**config.mk**
```make
export PLATFORM = sky130hd
export DESIGN_NAME = mem_wb_stage
export DESIGN_NICKNAME = d
export VERILOG_FILES = /design/src/rtl/apb_pkg.sv /design/src/rtl/lsu_pkg.sv /design/src/rtl/apb_data_master.sv /design/src/rtl/mem_align.sv /design/src/rtl/mem_wb_stage.sv /design/src/rtl/rd_wmux.sv
export SDC_FILE = /design/constraint.sdc
export NUM_CORES = 1
export LEC_CHECK = 0
export BUFFER_PORTS_ARGS = -buffer_cell sky130_fd_sc_hd__clkbuf_2
export CAP_MARGIN = 20
export CORE_AREA = 2 2 173 175
export CTS_CLUSTER_DIAMETER = 40
export DETAILED_ROUTE_END_ITERATION = 10
export DIE_AREA = 0 0 175 177
export HOLD_SLACK_MARGIN = 0.06
export SLEW_MARGIN = 15
export SYNTH_ARGS = -nofsm -noshare
export SYNTH_HDL_FRONTEND = slang
export SYNTH_SLANG_ARGS = --single-unit
```
**constraint.sdc**
```tcl
create_clock -name clk -period 28.1 [get_ports clk]
set_input_delay 4.215 -clock clk [delete_from_list [all_inputs] [get_ports clk]]
set_output_delay 4.215 -clock clk [all_outputs]
set_load 0.03 [all_outputs]
```
**src/rtl/apb_pkg.sv**
```systemverilog
package apb_pkg;

	// byte address on the data bus
	localparam int apb_addr_w = 32;

	// one full dword per beat
	localparam int apb_data_w = 64;

	// one strobe bit per byte lane
	localparam int apb_strb_w = apb_data_w / 8;

	// transfer phases of the master
	// idle means psel low
	// setup is the single cycle with psel high and penable low
	// access holds psel and penable high until pready
	typedef enum logic [1:0] {
		apb_idle   = 2'b00,
		apb_setup  = 2'b01,
		apb_access = 2'b10
	} apb_state_t;

endpackage

```
**src/rtl/lsu_pkg.sv**
```systemverilog
package lsu_pkg;

	// integer register width
	localparam int xlen = 64;

	// register file index width
	localparam int reg_idx_w = 5;

	// access size codes as they come from the decoder
	localparam logic [1:0] size_byte  = 2'b00;
	localparam logic [1:0] size_half  = 2'b01;
	localparam logic [1:0] size_word  = 2'b10;
	localparam logic [1:0] size_dword = 2'b11;

	// eight byte lanes, lane 0 at the lowest address
	typedef struct packed {
		logic [7:0][7:0] lane;
	} byte_lanes_t;

	// four halfword lanes
	typedef struct packed {
		logic [3:0][15:0] lane;
	} half_lanes_t;

	// two word lanes
	typedef struct packed {
		logic [1:0][31:0] lane;
	} word_lanes_t;

	// one bus dword seen whole or split into lanes of any access size
	typedef union packed {
		logic [xlen-1:0] dword;
		byte_lanes_t b;
		half_lanes_t h;
		word_lanes_t w;
	} dword_view_t;

endpackage

```
**src/rtl/apb_data_master.sv**
```systemverilog
`timescale 1ns/10ps

module apb_data_master import apb_pkg::*; (
	input  logic                  clk,
	input  logic                  arst_n,
	// request from the stage
	input  logic                  start,
	input  logic                  write,
	input  logic [apb_addr_w-1:0] addr,
	input  logic [apb_data_w-1:0] wdata,
	input  logic [apb_strb_w-1:0] strb,
	// slave response
	input  logic                  pready,
	input  logic [apb_data_w-1:0] prdata,
	input  logic                  pslverr,
	// bus request
	output logic [apb_addr_w-1:0] paddr,
	output logic                  psel,
	output logic                  penable,
	output logic                  pwrite,
	output logic [apb_data_w-1:0] pwdata,
	output logic [apb_strb_w-1:0] pstrb,
	// completion back to the stage
	output logic                  done,
	output logic [apb_data_w-1:0] rdata,
	output logic                  err
);

	apb_state_t state_q;
	logic       take_req;

	// a request is only taken while the bus is idle
	assign take_req = start && (state_q == apb_idle);

	always_ff @(posedge clk or negedge arst_n) begin
		if (!arst_n) begin
			state_q <= apb_idle;
		end else begin
			case (state_q)
				apb_idle: begin
					if (start) begin
						state_q <= apb_setup;
					end
				end
				apb_setup: begin
					state_q <= apb_access;
				end
				apb_access: begin
					// wait states keep us here
					if (pready) begin
						state_q <= apb_idle;
					end
				end
				default: begin
					state_q <= apb_idle;
				end
			endcase
		end
	end

	// address, control and data held for the whole transfer
	always_ff @(posedge clk) begin
		if (take_req) begin
			paddr  <= addr;
			pwrite <= write;
			pwdata <= wdata;
			pstrb  <= strb;
		end
	end

	assign psel    = (state_q != apb_idle);
	assign penable = (state_q == apb_access);

	// completion is the access cycle that sees pready
	assign done  = penable && pready;
	assign rdata = prdata;
	assign err   = done && pslverr;

endmodule

```
**src/rtl/mem_align.sv**
```systemverilog
`timescale 1ns/10ps

module mem_align import lsu_pkg::*, apb_pkg::*; (
	input  logic [xlen-1:0]       addr,
	input  logic [1:0]            size,
	input  logic [xlen-1:0]       store_data,
	output logic [apb_addr_w-1:0] bus_addr,
	output logic [apb_strb_w-1:0] strb,
	output logic [apb_data_w-1:0] lane_data,
	output logic                  misaligned
);

	logic [2:0]            offset;
	logic [apb_strb_w-1:0] size_mask;
	dword_view_t           lane_view;

	assign offset = addr[2:0];

	// bus works on whole dwords
	assign bus_addr = {addr[apb_addr_w-1:3], 3'b000};

	// strobe pattern of the access before it is moved to its offset
	always_comb begin
		case (size)
			size_byte: size_mask = 8'h01;
			size_half: size_mask = 8'h03;
			size_word: size_mask = 8'h0f;
			default:   size_mask = 8'hff;
		endcase
	end

	assign strb = size_mask << offset;

	// place the store value into the lane picked by the offset
	// unused lanes stay zero and are masked by strb anyway
	always_comb begin
		lane_view = '0;
		case (size)
			size_byte: lane_view.b.lane[offset] = store_data[7:0];
			size_half: lane_view.h.lane[offset[2:1]] = store_data[15:0];
			size_word: lane_view.w.lane[offset[2]] = store_data[31:0];
			default:   lane_view.dword = store_data;
		endcase
	end

	assign lane_data = lane_view.dword;

	// natural alignment required, no splitting
	always_comb begin
		case (size)
			size_byte: misaligned = 1'b0;
			size_half: misaligned = offset[0];
			size_word: misaligned = |offset[1:0];
			default:   misaligned = |offset;
		endcase
	end

endmodule

```
**src/rtl/mem_wb_stage.sv**
```systemverilog
`timescale 1ns/10ps

module mem_wb_stage import lsu_pkg::*, apb_pkg::*; (
	input  logic                  clk,
	input  logic                  arst_n,
	// issue side
	input  logic                  issue_valid,
	output logic                  issue_ready,
	input  logic [xlen-1:0]       alu_result,
	input  logic [xlen-1:0]       store_data,
	input  logic [reg_idx_w-1:0]  rd_idx,
	input  logic                  mem_read,
	input  logic                  mem_write,
	input  logic [1:0]            mem_size,
	input  logic                  mem_unsigned,
	input  logic                  csr_rena,
	input  logic [xlen-1:0]       csr_data,
	// writeback side
	output logic                  wb_we,
	output logic [reg_idx_w-1:0]  wb_idx,
	output logic [xlen-1:0]       wb_data,
	output logic                  fault,
	// apb master port
	output logic [apb_addr_w-1:0] paddr,
	output logic                  psel,
	output logic                  penable,
	output logic                  pwrite,
	output logic [apb_data_w-1:0] pwdata,
	output logic [apb_strb_w-1:0] pstrb,
	input  logic                  pready,
	input  logic [apb_data_w-1:0] prdata,
	input  logic                  pslverr
);

	logic                  busy;
	logic                  accept;
	logic                  mem_op;
	logic                  start;
	logic                  misaligned;
	logic [apb_addr_w-1:0] bus_addr;
	logic [apb_strb_w-1:0] strb;
	logic [apb_data_w-1:0] lane_data;
	logic                  done;
	logic [apb_data_w-1:0] rdata;
	logic                  err;
	logic [xlen-1:0]       rd_wdata;
	// operation held while its transfer is open
	logic                  load_q;
	logic [reg_idx_w-1:0]  rd_idx_q;
	logic [1:0]            size_q;
	logic                  unsigned_q;
	logic [2:0]            offset_q;

	// stalled from accept of a memory op until its completion edge
	assign issue_ready = !busy;
	assign accept      = issue_valid && issue_ready;
	assign mem_op      = mem_read || mem_write;
	assign start       = accept && mem_op && !misaligned;

	mem_align i_align (
		.addr       (alu_result),
		.size       (mem_size),
		.store_data (store_data),
		.bus_addr   (bus_addr),
		.strb       (strb),
		.lane_data  (lane_data),
		.misaligned (misaligned)
	);

	apb_data_master i_master (
		.clk     (clk),
		.arst_n  (arst_n),
		.start   (start),
		.write   (mem_write),
		.addr    (bus_addr),
		.wdata   (lane_data),
		.strb    (strb),
		.pready  (pready),
		.prdata  (prdata),
		.pslverr (pslverr),
		.paddr   (paddr),
		.psel    (psel),
		.penable (penable),
		.pwrite  (pwrite),
		.pwdata  (pwdata),
		.pstrb   (pstrb),
		.done    (done),
		.rdata   (rdata),
		.err     (err)
	);

	// while busy the mux sees the captured load, otherwise the issuing op
	rd_wmux i_wmux (
		.alu_result  (alu_result),
		.mem_data    (rdata),
		.csr_data    (csr_data),
		.csr_rena    (csr_rena && !busy),
		.mem_to_reg  (busy),
		.mem_ext_un  (busy ? unsigned_q : mem_unsigned),
		.mem_size    (busy ? size_q : mem_size),
		.byte_offset (busy ? offset_q : alu_result[2:0]),
		.rd_wdata    (rd_wdata)
	);

	always_ff @(posedge clk or negedge arst_n) begin
		if (!arst_n) begin
			busy  <= 1'b0;
			wb_we <= 1'b0;
			fault <= 1'b0;
		end else begin
			// both are single cycle pulses
			wb_we <= 1'b0;
			fault <= 1'b0;
			if (done) begin
				busy <= 1'b0;
				// slave error replaces the write, stores never write back
				fault <= err;
				wb_we <= !err && load_q;
			end
			if (accept) begin
				if (!mem_op) begin
					wb_we <= 1'b1;
				end else if (misaligned) begin
					fault <= 1'b1;
				end else begin
					busy <= 1'b1;
				end
			end
		end
	end

	always_ff @(posedge clk) begin
		if (accept && mem_op) begin
			load_q     <= !mem_write;
			rd_idx_q   <= rd_idx;
			size_q     <= mem_size;
			unsigned_q <= mem_unsigned;
			offset_q   <= alu_result[2:0];
		end
		// writeback value follows whichever op finishes this cycle
		if (accept || done) begin
			wb_idx  <= accept ? rd_idx : rd_idx_q;
			wb_data <= rd_wdata;
		end
	end

endmodule

```
**src/rtl/rd_wmux.sv**
```systemverilog
`timescale 1ns/10ps

module rd_wmux import lsu_pkg::*; (
	input  logic [xlen-1:0] alu_result,
	input  logic [xlen-1:0] mem_data,
	input  logic [xlen-1:0] csr_data,
	input  logic            csr_rena,
	input  logic            mem_to_reg,
	input  logic            mem_ext_un,
	input  logic [1:0]      mem_size,
	input  logic [2:0]      byte_offset,
	output logic [xlen-1:0] rd_wdata
);

	dword_view_t     view;
	logic [7:0]      byte_lane;
	logic [15:0]     half_lane;
	logic [31:0]     word_lane;
	logic [xlen-1:0] load_val;

	assign view = mem_data;

	// lane selected by the low address bits
	assign byte_lane = view.b.lane[byte_offset];
	assign half_lane = view.h.lane[byte_offset[2:1]];
	assign word_lane = view.w.lane[byte_offset[2]];

	// extend to register width, mem_ext_un set means zero fill
	always_comb begin
		case (mem_size)
			size_byte: begin
				load_val = mem_ext_un ? {{(xlen-8){1'b0}}, byte_lane} :
					{{(xlen-8){byte_lane[7]}}, byte_lane};
			end
			size_half: begin
				load_val = mem_ext_un ? {{(xlen-16){1'b0}}, half_lane} :
					{{(xlen-16){half_lane[15]}}, half_lane};
			end
			size_word: begin
				load_val = mem_ext_un ? {{(xlen-32){1'b0}}, word_lane} :
					{{(xlen-32){word_lane[31]}}, word_lane};
			end
			default: begin
				load_val = view.dword;
			end
		endcase
	end

	// csr read wins over a load, a load wins over the alu
	always_comb begin
		if (csr_rena) begin
			rd_wdata = csr_data;
		end else if (mem_to_reg) begin
			rd_wdata = load_val;
		end else begin
			rd_wdata = alu_result;
		end
	end

endmodule

```
# After elaboration in Yosys (flattened, before gate mapping)
# Index checks and enable logic that the tools add are counted.
# Widths: inputs -> output; s select.
# op_classes
muxes	39
order_cmp	9
eq_ne	8
reduce_logical	24
bitwise_logic	3
n_shift	1
# ops
cell	count
$pmux 64 s3	2
$mux 64	5
$and 64x64->64	3
$mux 32	3
$bmux 16 s2	1
$demux 16 s2	1
$demux 32 s1	1
$mux 16	2
$bmux 8 s3	1
$demux 8 s3	1
$pmux 8 s3	1
$mux 8	2
$mux 1	12
$logic_and 1x1->1	11
$lt 3x4->1 const B	2
$shl 8x3->8	1
$eq 2x1->1 const B	3
$eq 2x2->1 const B	3
$logic_not 2->1	3
$lt 2x3->1 const B	2
$mux 2	3
$pmux 2 s3	1
$mux 5	1
$logic_not 1->1	4
other kinds (13)	15
# word_totals
word_cells	99
reg_bits	188

# Longest topological paths before layout
# Gate-level depths: netlist of run 1.
# logic_depth
word_depth	8
depth_mapped	9
mapped_depth_nobuf	6

# By module
# Synthesis of run 1 repeated with hierarchy kept, for this count alone.
# hier_totals
cells_unflattened	966
hier_area_um2	11091.9
# by_module_without_submodules
module	instances	cells_per_inst	area_per_inst_um2	seq_area_each_um2
apb_data_master	1	180	3741.1	3203.1
rd_wmux	1	388	2777.7	0.0
mem_wb_stage	1	111	2753.9	2507.4
mem_align	1	287	1819.2	0.0

# Worst setup path before layout of run 1
# No wires, ideal clock.
# synth_path
path_type	in2reg
start	in alu_result[1]
end	reg i_master.paddr[10] (enable)
n_path_buf	2
path_stages	5
arrival_ps	11808
path_slack_ps	15605
path_cell_list	clkbuf_1 -> clkbuf_1 -> o21ai_0 -> o21ai_0 -> nor3_1
# synth_via
elab_chain_len	5
# synth_lines
item	line_no	rtl
from (decl)	mem_wb_stage.sv:9	input logic [xlen-1:0] alu_result,
$reduce_or 3->1 or $reduce_or 2->1 (tied branches)	mem_align.sv:54, mem_align.sv:53	
$pmux 1 s3 *	mem_align.sv:50	case (size)
$logic_not 1->1 *	mem_wb_stage.sv:58	assign start = accept && mem_op && !misaligned;
$logic_and 1x1->1 *	mem_wb_stage.sv:58	
$logic_and 1x1->1 *	apb_data_master.sv:33	assign take_req = start && (state_q == apb_idle);
via i_master.take_req	apb_data_master.sv:30	logic take_req;
to (signal assigned)	apb_data_master.sv:64	paddr <= addr;
to (decl)	apb_data_master.sv:17	output logic [apb_addr_w-1:0] paddr,
# Mark *: on every way through the listed nets, which the timed path passes. The rest lies on a longest branch.
# A chain may end at the register's enable or synchronous reset.

# Final worst setup path of run 1
# layout_path
start	in issue_valid
end	reg i_master.paddr[15] (enable)
# layout_via
elab_chain_len	4
# layout_lines
item	line_no	rtl
from (decl)	mem_wb_stage.sv:7	input logic issue_valid,
$logic_and 1x1->1	mem_wb_stage.sv:56	assign accept = issue_valid && issue_ready;
$logic_and 1x1->1 (2 in series)	mem_wb_stage.sv:58	
$logic_and 1x1->1	apb_data_master.sv:33	
via i_master.take_req	apb_data_master.sv:30	
# The timed path passes the listed nets, and every way through them passes these cells.

==> run summary, run 1 <==
Number of primary I/O pins = 451
Depth of the worst register-to-register path = 8
Kind of end point of the critical path = flop
Count of port buffers added during placement = 447
Worst min-delay path category = flop to flop
Number of endpoints failing setup at the final stage = 0
Number of enable flip-flop cells after synthesis = 183
Period utilization = 23.6%
Top fanout value on the critical path = 76
Total die area = 0.0310 mm2
Total Neg Setup Slack = 0 ns
Result of the run = finished, final reports clean
Summed area of non-filler cells in the final layout = 0.0136 mm2
Startpoint of the worst register-to-register path = busy
Post-layout instance count excluding filler cells = 1759
Most frequent standard cell in the layout excluding fill and tap cells = sky130_fd_sc_hd__clkbuf_2
RSZ-0062 raised after global routing = false
Fraction of layout cells with a size suffix above 1 = 38.1%
First-iteration detailed-routing DRC count = 954
Power density over the cells = 86.9 mW/mm2
Min-delay src = rd_idx_q[1]
Area added between synthesis and finish = 29.6%
Number of buffers added by the clock tree synthesis step = 17
#FFs+latches synth = 188
Number of unique standard cell types used by synthesis = 54
Commonest cells after routing, fill and taps aside = sky130_fd_sc_hd__clkbuf_2 (446), sky130_fd_sc_hd__edfxtp_1 (183), sky130_fd_sc_hd__nor2_1 (89), sky130_fd_sc_hd__a21oi_1 (86), sky130_fd_sc_hd__nand2_1 (79)
Gate count of the mapped netlist = 951
Total wire length after detailed routing = 41.4 mm
Proportion of synthesized flip-flops having asynchronous set or reset = 2.66%
Area of the mapped netlist = 0.0105 mm2
DRT antenna net count = 0
Worst max-slew margin expressed relative to the limit = 25.5%
Pin count of the biggest net entering global routing = 85
Global-route wire length before repair = 59.4 mm
Placed cells = 1726
Post-layout nets = 1627
Clock-pin slew on the worst setup and hold paths = 0.08 ns
Initial Util = 35.9%
Count of standard-cell rows = 63
Utilization after layout = 46.5%
Area after detailed placement = 0.0130 mm2
Wire per inst = 23.5 um
Final number of hold-violating endpoints = 0
FF-to-FF End = wb_data[9]
Die Y-Extent = 177 um
Synth Flop Type = sky130_fd_sc_hd__edfxtp_1
Initial DRT Pass Iterations = 6
Post-CTS setup buffer count = 0
Period minus WS final = 6.62 ns
Clock insertion delay at the later pin of the skew report = 0.45 ns
Clock tree sinks = 188
Post-detailed-route DRC marker count = 0
Final HPWL from detailed placement = 31.4 mm
Max-capacitance violation count = 0
Max stage delay on crit path = 0.78 ns
Required time worst endpoint = 28.17 ns
Clock skew after layout = 0.0117 ns
Number of warnings issued by yosys = 0
Mean instance size in the synthesized netlist = 11.0 um2
Remaining global-route overflow = 0
Arr. time, crit path = 6.69 ns
Part of the Yosys area used for sequential elements = 53.6%
Min-Delay Path Depth = 2
Leak pwr = 5.91 nW
Width of the die = 175 um
Cell chain of the critical path = clkbuf_2 > nor2b_1 > o21ai_0 > nor3_2 > buf_4 > buf_4
Register-to-register setup slack = 24.24 ns
CTS root buf = sky130_fd_sc_hd__clkbuf_16
Hold Path End = wb_idx[1]
Via count = 9910
H-tree levels = 4
Post_cts resized = 0
Critical path's most frequent cell = sky130_fd_sc_hd__buf_4
Maximum buffer depth of the clock tree = 2
Hold-fix buffer count after cts = 0
Slew @ Worst Pin = 1.11 ns
Worst ir drop on vdd = 49.3 uV
Critical Path Start Type = primary input
Highest clock rate = 151 MHz
Vias/cell = 5.63
Type of the worst setup path = primary input to flop
Crit. Startpoint = issue_valid
Critical Path Slowest Stage Cell = sky130_fd_sc_hd__buf_4
Total count of max-transition violations in the final report = 0
Area of the placeable core = 0.0292 mm2
Initial antenna violation count = 1
GRT Overall Usage = 25.7%
Via count of the first global-routing pass = 9378
Routability cong. = 0.897
TritonCTS clock tree = built
## synth_stat cells, drive strengths merged (8+ instances only)
cell type / count / area (um2)
edfxtp: 183 / 5500
nor2: 89 / 334
a21oi: 87 / 447
nand2: 80 / 300
mux2i: 67 / 696
clkbuf: 49 / 184
inv: 48 / 180
a221oi: 44 / 385
a22o: 33 / 290
buf: 29 / 184
o22ai: 29 / 181
a222oi: 24 / 240
o21ai: 23 / 119
nor3: 20 / 111
nor2b: 15 / 93.8
o22a: 15 / 131
o21a: 13 / 97.6
and2: 10 / 62.6
mux4: 10 / 225
a211oi: 8 / 60.1
a22oi: 8 / 60.1
## where the power goes
group	switching [mW]	internal, mW
Combinational	0.351	0.166
Clock	0.121	0.135
Sequential	0.0175	0.391
Total	0.489	0.692
## cell families (layout without fill, tap and decap cells)
| group | Yosys count | count (layout) | share of synthesized area, % |
|---|---|---|---|
| AO/OA/AOI/OAI | 321 | 321 | 22.1 |
| buffers and inverters | 127 | 542 | 5.26 |
| flip-flops | 188 | 188 | 53.6 |
| multiplexers | 82 | 82 | 9.32 |
| AND/OR/NAND/NOR | 232 | 232 | 9.64 |
| other | 1 | 4 | 0.0358 |
## metrics by stage
stage | power [mW] | worst slack (ns) | hold slack [ns]
6_report | 1.18 | 21.48 | 0.523
5_1_grt | 1.23 | 21.31 | 0.559
4_1_cts | 1.18 | 21.46 | 0.523
3_5_place_dp | 0.928 | 21.08 | 0.502
3_3_place_gp | 0.923 | 21.20 | 0.493
2_1_floorplan | 0.783 | 15.60 | 0.491
## layout make-up
type                       count  area (um2)
antenna                        1        2.50
clock buffer                  17         425
clock inverter                15         175
fill                        2845       15700
inverter                      49         184
multi-input combinational    638        4340
sequential                   188        5620
tap                          390         488
timing repair buffer         461        2340
## sequential cells by signal (all words and copies together) (netlist names), 3 cells and up
name	flops
rd_idx_q	5
i_master.pstrb	8
offset_q	3
i_master.pwdata	64
wb_data	64
i_master.paddr	29
wb_idx	5
## worst max path at each step
stage / slack, ns / to
floorplan: 15.60 / i_master.paddr[10]
global placement: 21.20 / i_master.paddr[4]
detailed placement: 21.08 / wb_data[45]
CTS: 21.46 / issue_ready
global route: 21.31 / i_master.paddr[8]
finish: 21.48 / i_master.paddr[15]
## worst max-delay path: cells and delay by family
family | cells | cell delay [ns]
AOI/OAI and AO/OA | 1 | 0.34
buffers and inverters | 3 | 1.24
and+or+nand+nor | 2 | 0.77
## routing by layer
| metal | vias to the layer above | wire, um | global-route usage, % |
|---|---|---|---|
| li1 | 4509 | - | - |
| met1 | 4773 | 16600 | 33.6 |
| met2 | 573 | 20400 | 43.0 |
| met3 | 55 | 3520 | 5.54 |
| met4 | 0 | 875 | 7.22 |
| met5 | - | 0 | 0 |
No activity file was read; power rests on OpenSTA's default activity.
==> run 2, diff against run 1 <==
Settings changed: ABC_AREA set to 1, CORE_AREA 2 2 173 175 to 2 2 174 176, DIE_AREA 0 0 175 177 to 0 0 176 178.
Clock period 28.1 ns to 6.7 ns, I/O delays scaled along.
==> run 2 against run 1 <==
Sequential power rose to 3.1 times the previous value. Critical path depth grew 4. Critical path type is now flop to flop. Largest power group is now registers. Power grew 120%. Largest cell class unchanged.
==> run summary, run 2 <==
Remaining global-route overflow = 0 (unchanged)
CP delay by family, top = simple AND/OR/NAND/NOR gates
Critical Path Stages = 10 (+4)
Synth Flop Type = sky130_fd_sc_hd__edfxtp_1
Vias/cell = 5.13 (-9.0%)
DRT antenna net count = 0 (unchanged)
Die Y-Extent = 178 um (+0.56%)
Count leader, synth = sky130_fd_sc_hd__nand2_1
Count of standard-cell rows = 63 (unchanged)
Startpoint of the worst register-to-register path = busy
Switching power as a share of total power = 27.5% (-14 points)
Depth of the worst register-to-register path = 10 (+2)
Part of the Yosys area used for sequential elements = 53.0% (-0.65 points)
Crit. Startpoint = busy
Type of the worst setup path = flop to flop
Post-layout instance count excluding filler cells = 2106 (+20%)
Mean instance size in the synthesized netlist = 8.19 um2 (-26%)
Total chip power = 2.63 mW (+120%)
Fraction of layout cells with a size suffix above 1 = 30.5% (-7.6 points)
Metal1 wirelength = 16.9 mm (+1.9%)
Commonest cells after routing, fill and taps aside = sky130_fd_sc_hd__clkbuf_2 (447), sky130_fd_sc_hd__nand2_1 (331), sky130_fd_sc_hd__edfxtp_1 (183), sky130_fd_sc_hd__nor2_1 (169), sky130_fd_sc_hd__o21ai_0 (147)
Gate count of the mapped netlist = 1296 (+36%)
RSZ-0062 raised after global routing = false
Registers with the highest flip-flop counts = i_master.pwdata x64, wb_data x64, i_master.paddr x29
FF-to-FF End = wb_data[32]
Global-route wire length before repair = 61.7 mm (+3.8%)
Proportion of synthesized flip-flops having asynchronous set or reset = 2.66% (unchanged)
Worst max-slew margin expressed relative to the limit = 28.2% (+2.7 points)
Cell chain of the critical path = buf_4 > nand2_1 > nand2_2 > nand2_1 > nand3_1 > nand3b_1 > nand4_4 > nand2_4 > o21ai_0 > nand2_1
Via count of the first global-routing pass = 10400 (+10%)
Count of buffering cells on the critical path with inverters included = 1 (-2)
CTS root buf = sky130_fd_sc_hd__clkbuf_16
Period minus WS final = 3.88 ns
Via count = 10800 (+8.9%)
Slew @ Worst Pin = 1.08 ns (-0.0325 ns)
Number of filler cells placed in the layout = 3021 (+6.2%)
TritonCTS clock tree = built
Most frequent standard cell in the layout excluding fill and tap cells = sky130_fd_sc_hd__clkbuf_2
Pin count of the biggest net entering global routing = 102 (+20%)
Arr. time, crit path = 4.07 ns (-2.62 ns)
Total wire length after detailed routing = 42.3 mm (+2.3%)
Highest clock rate = 258 MHz
Power density over the cells = 192 mW/mm2 (+120%)
Share of Yosys cell area claimed by the top area cell type = 51.8% (-0.64 points)
Register-to-register setup slack = 2.82 ns (-21.42 ns)
Post-synth top cells = sky130_fd_sc_hd__nand2_1 (333), sky130_fd_sc_hd__edfxtp_1 (183), sky130_fd_sc_hd__nor2_1 (171), sky130_fd_sc_hd__o21ai_0 (147), sky130_fd_sc_hd__inv_1 (118)
Total count of max-transition violations in the final report = 0 (unchanged)
Post-layout nets = 1969 (+21%)
Number of unique standard cell types used by synthesis = 35 (-35%)
GRT Overall Usage = 26.3% (+0.66 points)
Result of the run = finished, final reports clean
Total Neg Setup Slack = 0 ns (unchanged)
Area contributors post-synth = sky130_fd_sc_hd__edfxtp_1 (52%), sky130_fd_sc_hd__nand2_1 (12%), sky130_fd_sc_hd__o21ai_0 (6.9%)
Top fanout value on the critical path = 101 (+33%)
Area added between synthesis and finish = 29.5% (about the same)
Initial DRT Pass Iterations = 5 (-1)
Net switching power = 725 uW (+48%)
Worst ir drop on vdd = 154 uV (+210%)
Number of buffers added by the clock tree synthesis step = 17 (unchanged)
Number of warnings issued by yosys = 0 (unchanged)
Final HPWL from detailed placement = 32.0 mm (+2.1%)
Combinational group share of total power = 8.9% (-35 points)
Routability cong. = 0.916 (+2.1%)
Width of the die = 176 um (+0.57%)
Required time worst endpoint = 6.90 ns (-21.27 ns)
Min Hold Slack = 0.372 ns (-0.151 ns)
Clock tree sinks = 188 (unchanged)
Post-synthesis cell type with the largest combined area = sky130_fd_sc_hd__edfxtp_1
Clock skew after layout = 0.0169 ns (+0.00515 ns)
Wire per inst = 20.1 um (-15%)
Clock-pin slew on the worst setup and hold paths = 0.08 ns (about the same)
Worst min-delay path category = primary input to async pin
Maximum buffer depth of the clock tree = 2 (unchanged)
Period utilization = 57.9%
Number of endpoints failing setup at the final stage = 0 (unchanged)
Initial antenna violation count = 6 (+5)
Area of the placeable core = 0.0294 mm2 (+0.54%)
#FFs+latches synth = 188 (unchanged)
Top routing layer used = met5
Leak pwr = 6.32 nW (+6.8%)
Max stage delay on crit path = 0.76 ns (-0.02 ns)
Post_cts resized = 0 (unchanged)
Critical Path Start Type = flop
Count of port buffers added during placement = 447 (unchanged)
Internal power summed over all cells = 1.91 mW (+180%)
Clock insertion delay at the later pin of the skew report = 0.45 ns (about the same)
Total length of routed met2 wires = 21.3 mm (+4.5%)
Initial Util = 36.1% (+0.25 points)
Area of the mapped netlist = 0.0106 mm2 (+1.2%)
Hold-fix buffer count after cts = 0 (unchanged)
Fraction of power consumed by the clock network = 42.3% (+21 points)
Number of primary I/O pins = 451 (unchanged)
Critical path's most frequent cell = sky130_fd_sc_hd__nand2_1
Total die area = 0.0313 mm2 (+1.1%)
Detailed route wirelength on metal3 = 3.26 mm (-7.3%)
Post-CTS setup buffer count = 0 (unchanged)
Sequential Power Share = 48.8% (+14 points)
Critical Path Slowest Stage Cell = sky130_fd_sc_hd__buf_4
Placed cells = 2067 (+20%)
Post-detailed-route DRC marker count = 0 (unchanged)
Max-capacitance violation count = 0 (unchanged)
Number of enable flip-flop cells after synthesis = 183 (unchanged)
H-tree levels = 4 (unchanged)
Kind of end point of the critical path = flop
Final number of hold-violating endpoints = 0 (unchanged)
First-iteration detailed-routing DRC count = 999 (+4.7%)
-- run 2: worst reg2reg max path, delay by kind of cell (launching register included) --
kind	cells	cell delay (ns)
AND/OR/NAND/NOR	8	2.18
flip-flops	1	0.45
AO/OA/AOI/OAI	1	0.26
buffers and inverters	1	0.76
-- run 2: cell families (layout without fill, tap and decap cells) --
family	count (synthesis)	after routing	share of synthesized area, %
flops	188	188	53.0
other cells	1	9	0.0353
buf+inv	204	616	8.00
compound gates	304	304	15.9
simple gates	599	599	23.1
-- run 2: per-stage QoR --
step / setup WS, ns / instance area (um2) / util [%]
after floorplan: 1.63 / 10600 / -
after global placement: 2.64 / 13100 / 44.5
after detailed placement: 2.53 / 13100 / 44.5
after CTS: 2.92 / 13700 / 46.7
after global routing: 2.49 / 13700 / 46.7
final: 2.82 / 13700 / 46.8
-- run 2: how the worst max path moves through the flow --
| stage | to |
|---|---|
| detailed placement | wb_data[35] |
| finish | wb_data[32] |
| global route | wb_data[63] |
| global placement | wb_data[35] |
| floorplan | i_master.paddr[10] |
| CTS | wb_data[32] |
-- run 2: final cells by class --
| cell class | instances | area, um2 | area share [%] |
|---|---|---|---|
| Inverter | 127 | 477 | 3.47 |
| Multi-Input combinational cell | 906 | 4180 | 30.4 |
| Timing Repair Buffer | 457 | 2320 | 16.9 |
| Tap cell | 390 | 488 | 3.55 |
| Clock buffer | 17 | 425 | 3.09 |
| Clock inverter | 15 | 218 | 1.58 |
| Antenna cell | 6 | 15.0 | 0.109 |
| Sequential cell | 188 | 5620 | 40.9 |
-- run 2: per-layer routing --
metal	global-route usage [%]	vias up
met5	0	-
li1	-	5171
met3	5.29	51
met4	7.89	2
met1	32.2	5052
met2	46.9	520
-- run 2: power groups by stage --
stage               registers [mW]  clock network (mW)  logic [mW]
detailed placement            1.31                   0       0.231
CTS                           1.28                1.13       0.232
global route                  1.28                1.17       0.256
floorplan                     1.31                   0      0.0950
global placement              1.31                   0       0.229
finish                        1.28                1.11       0.234
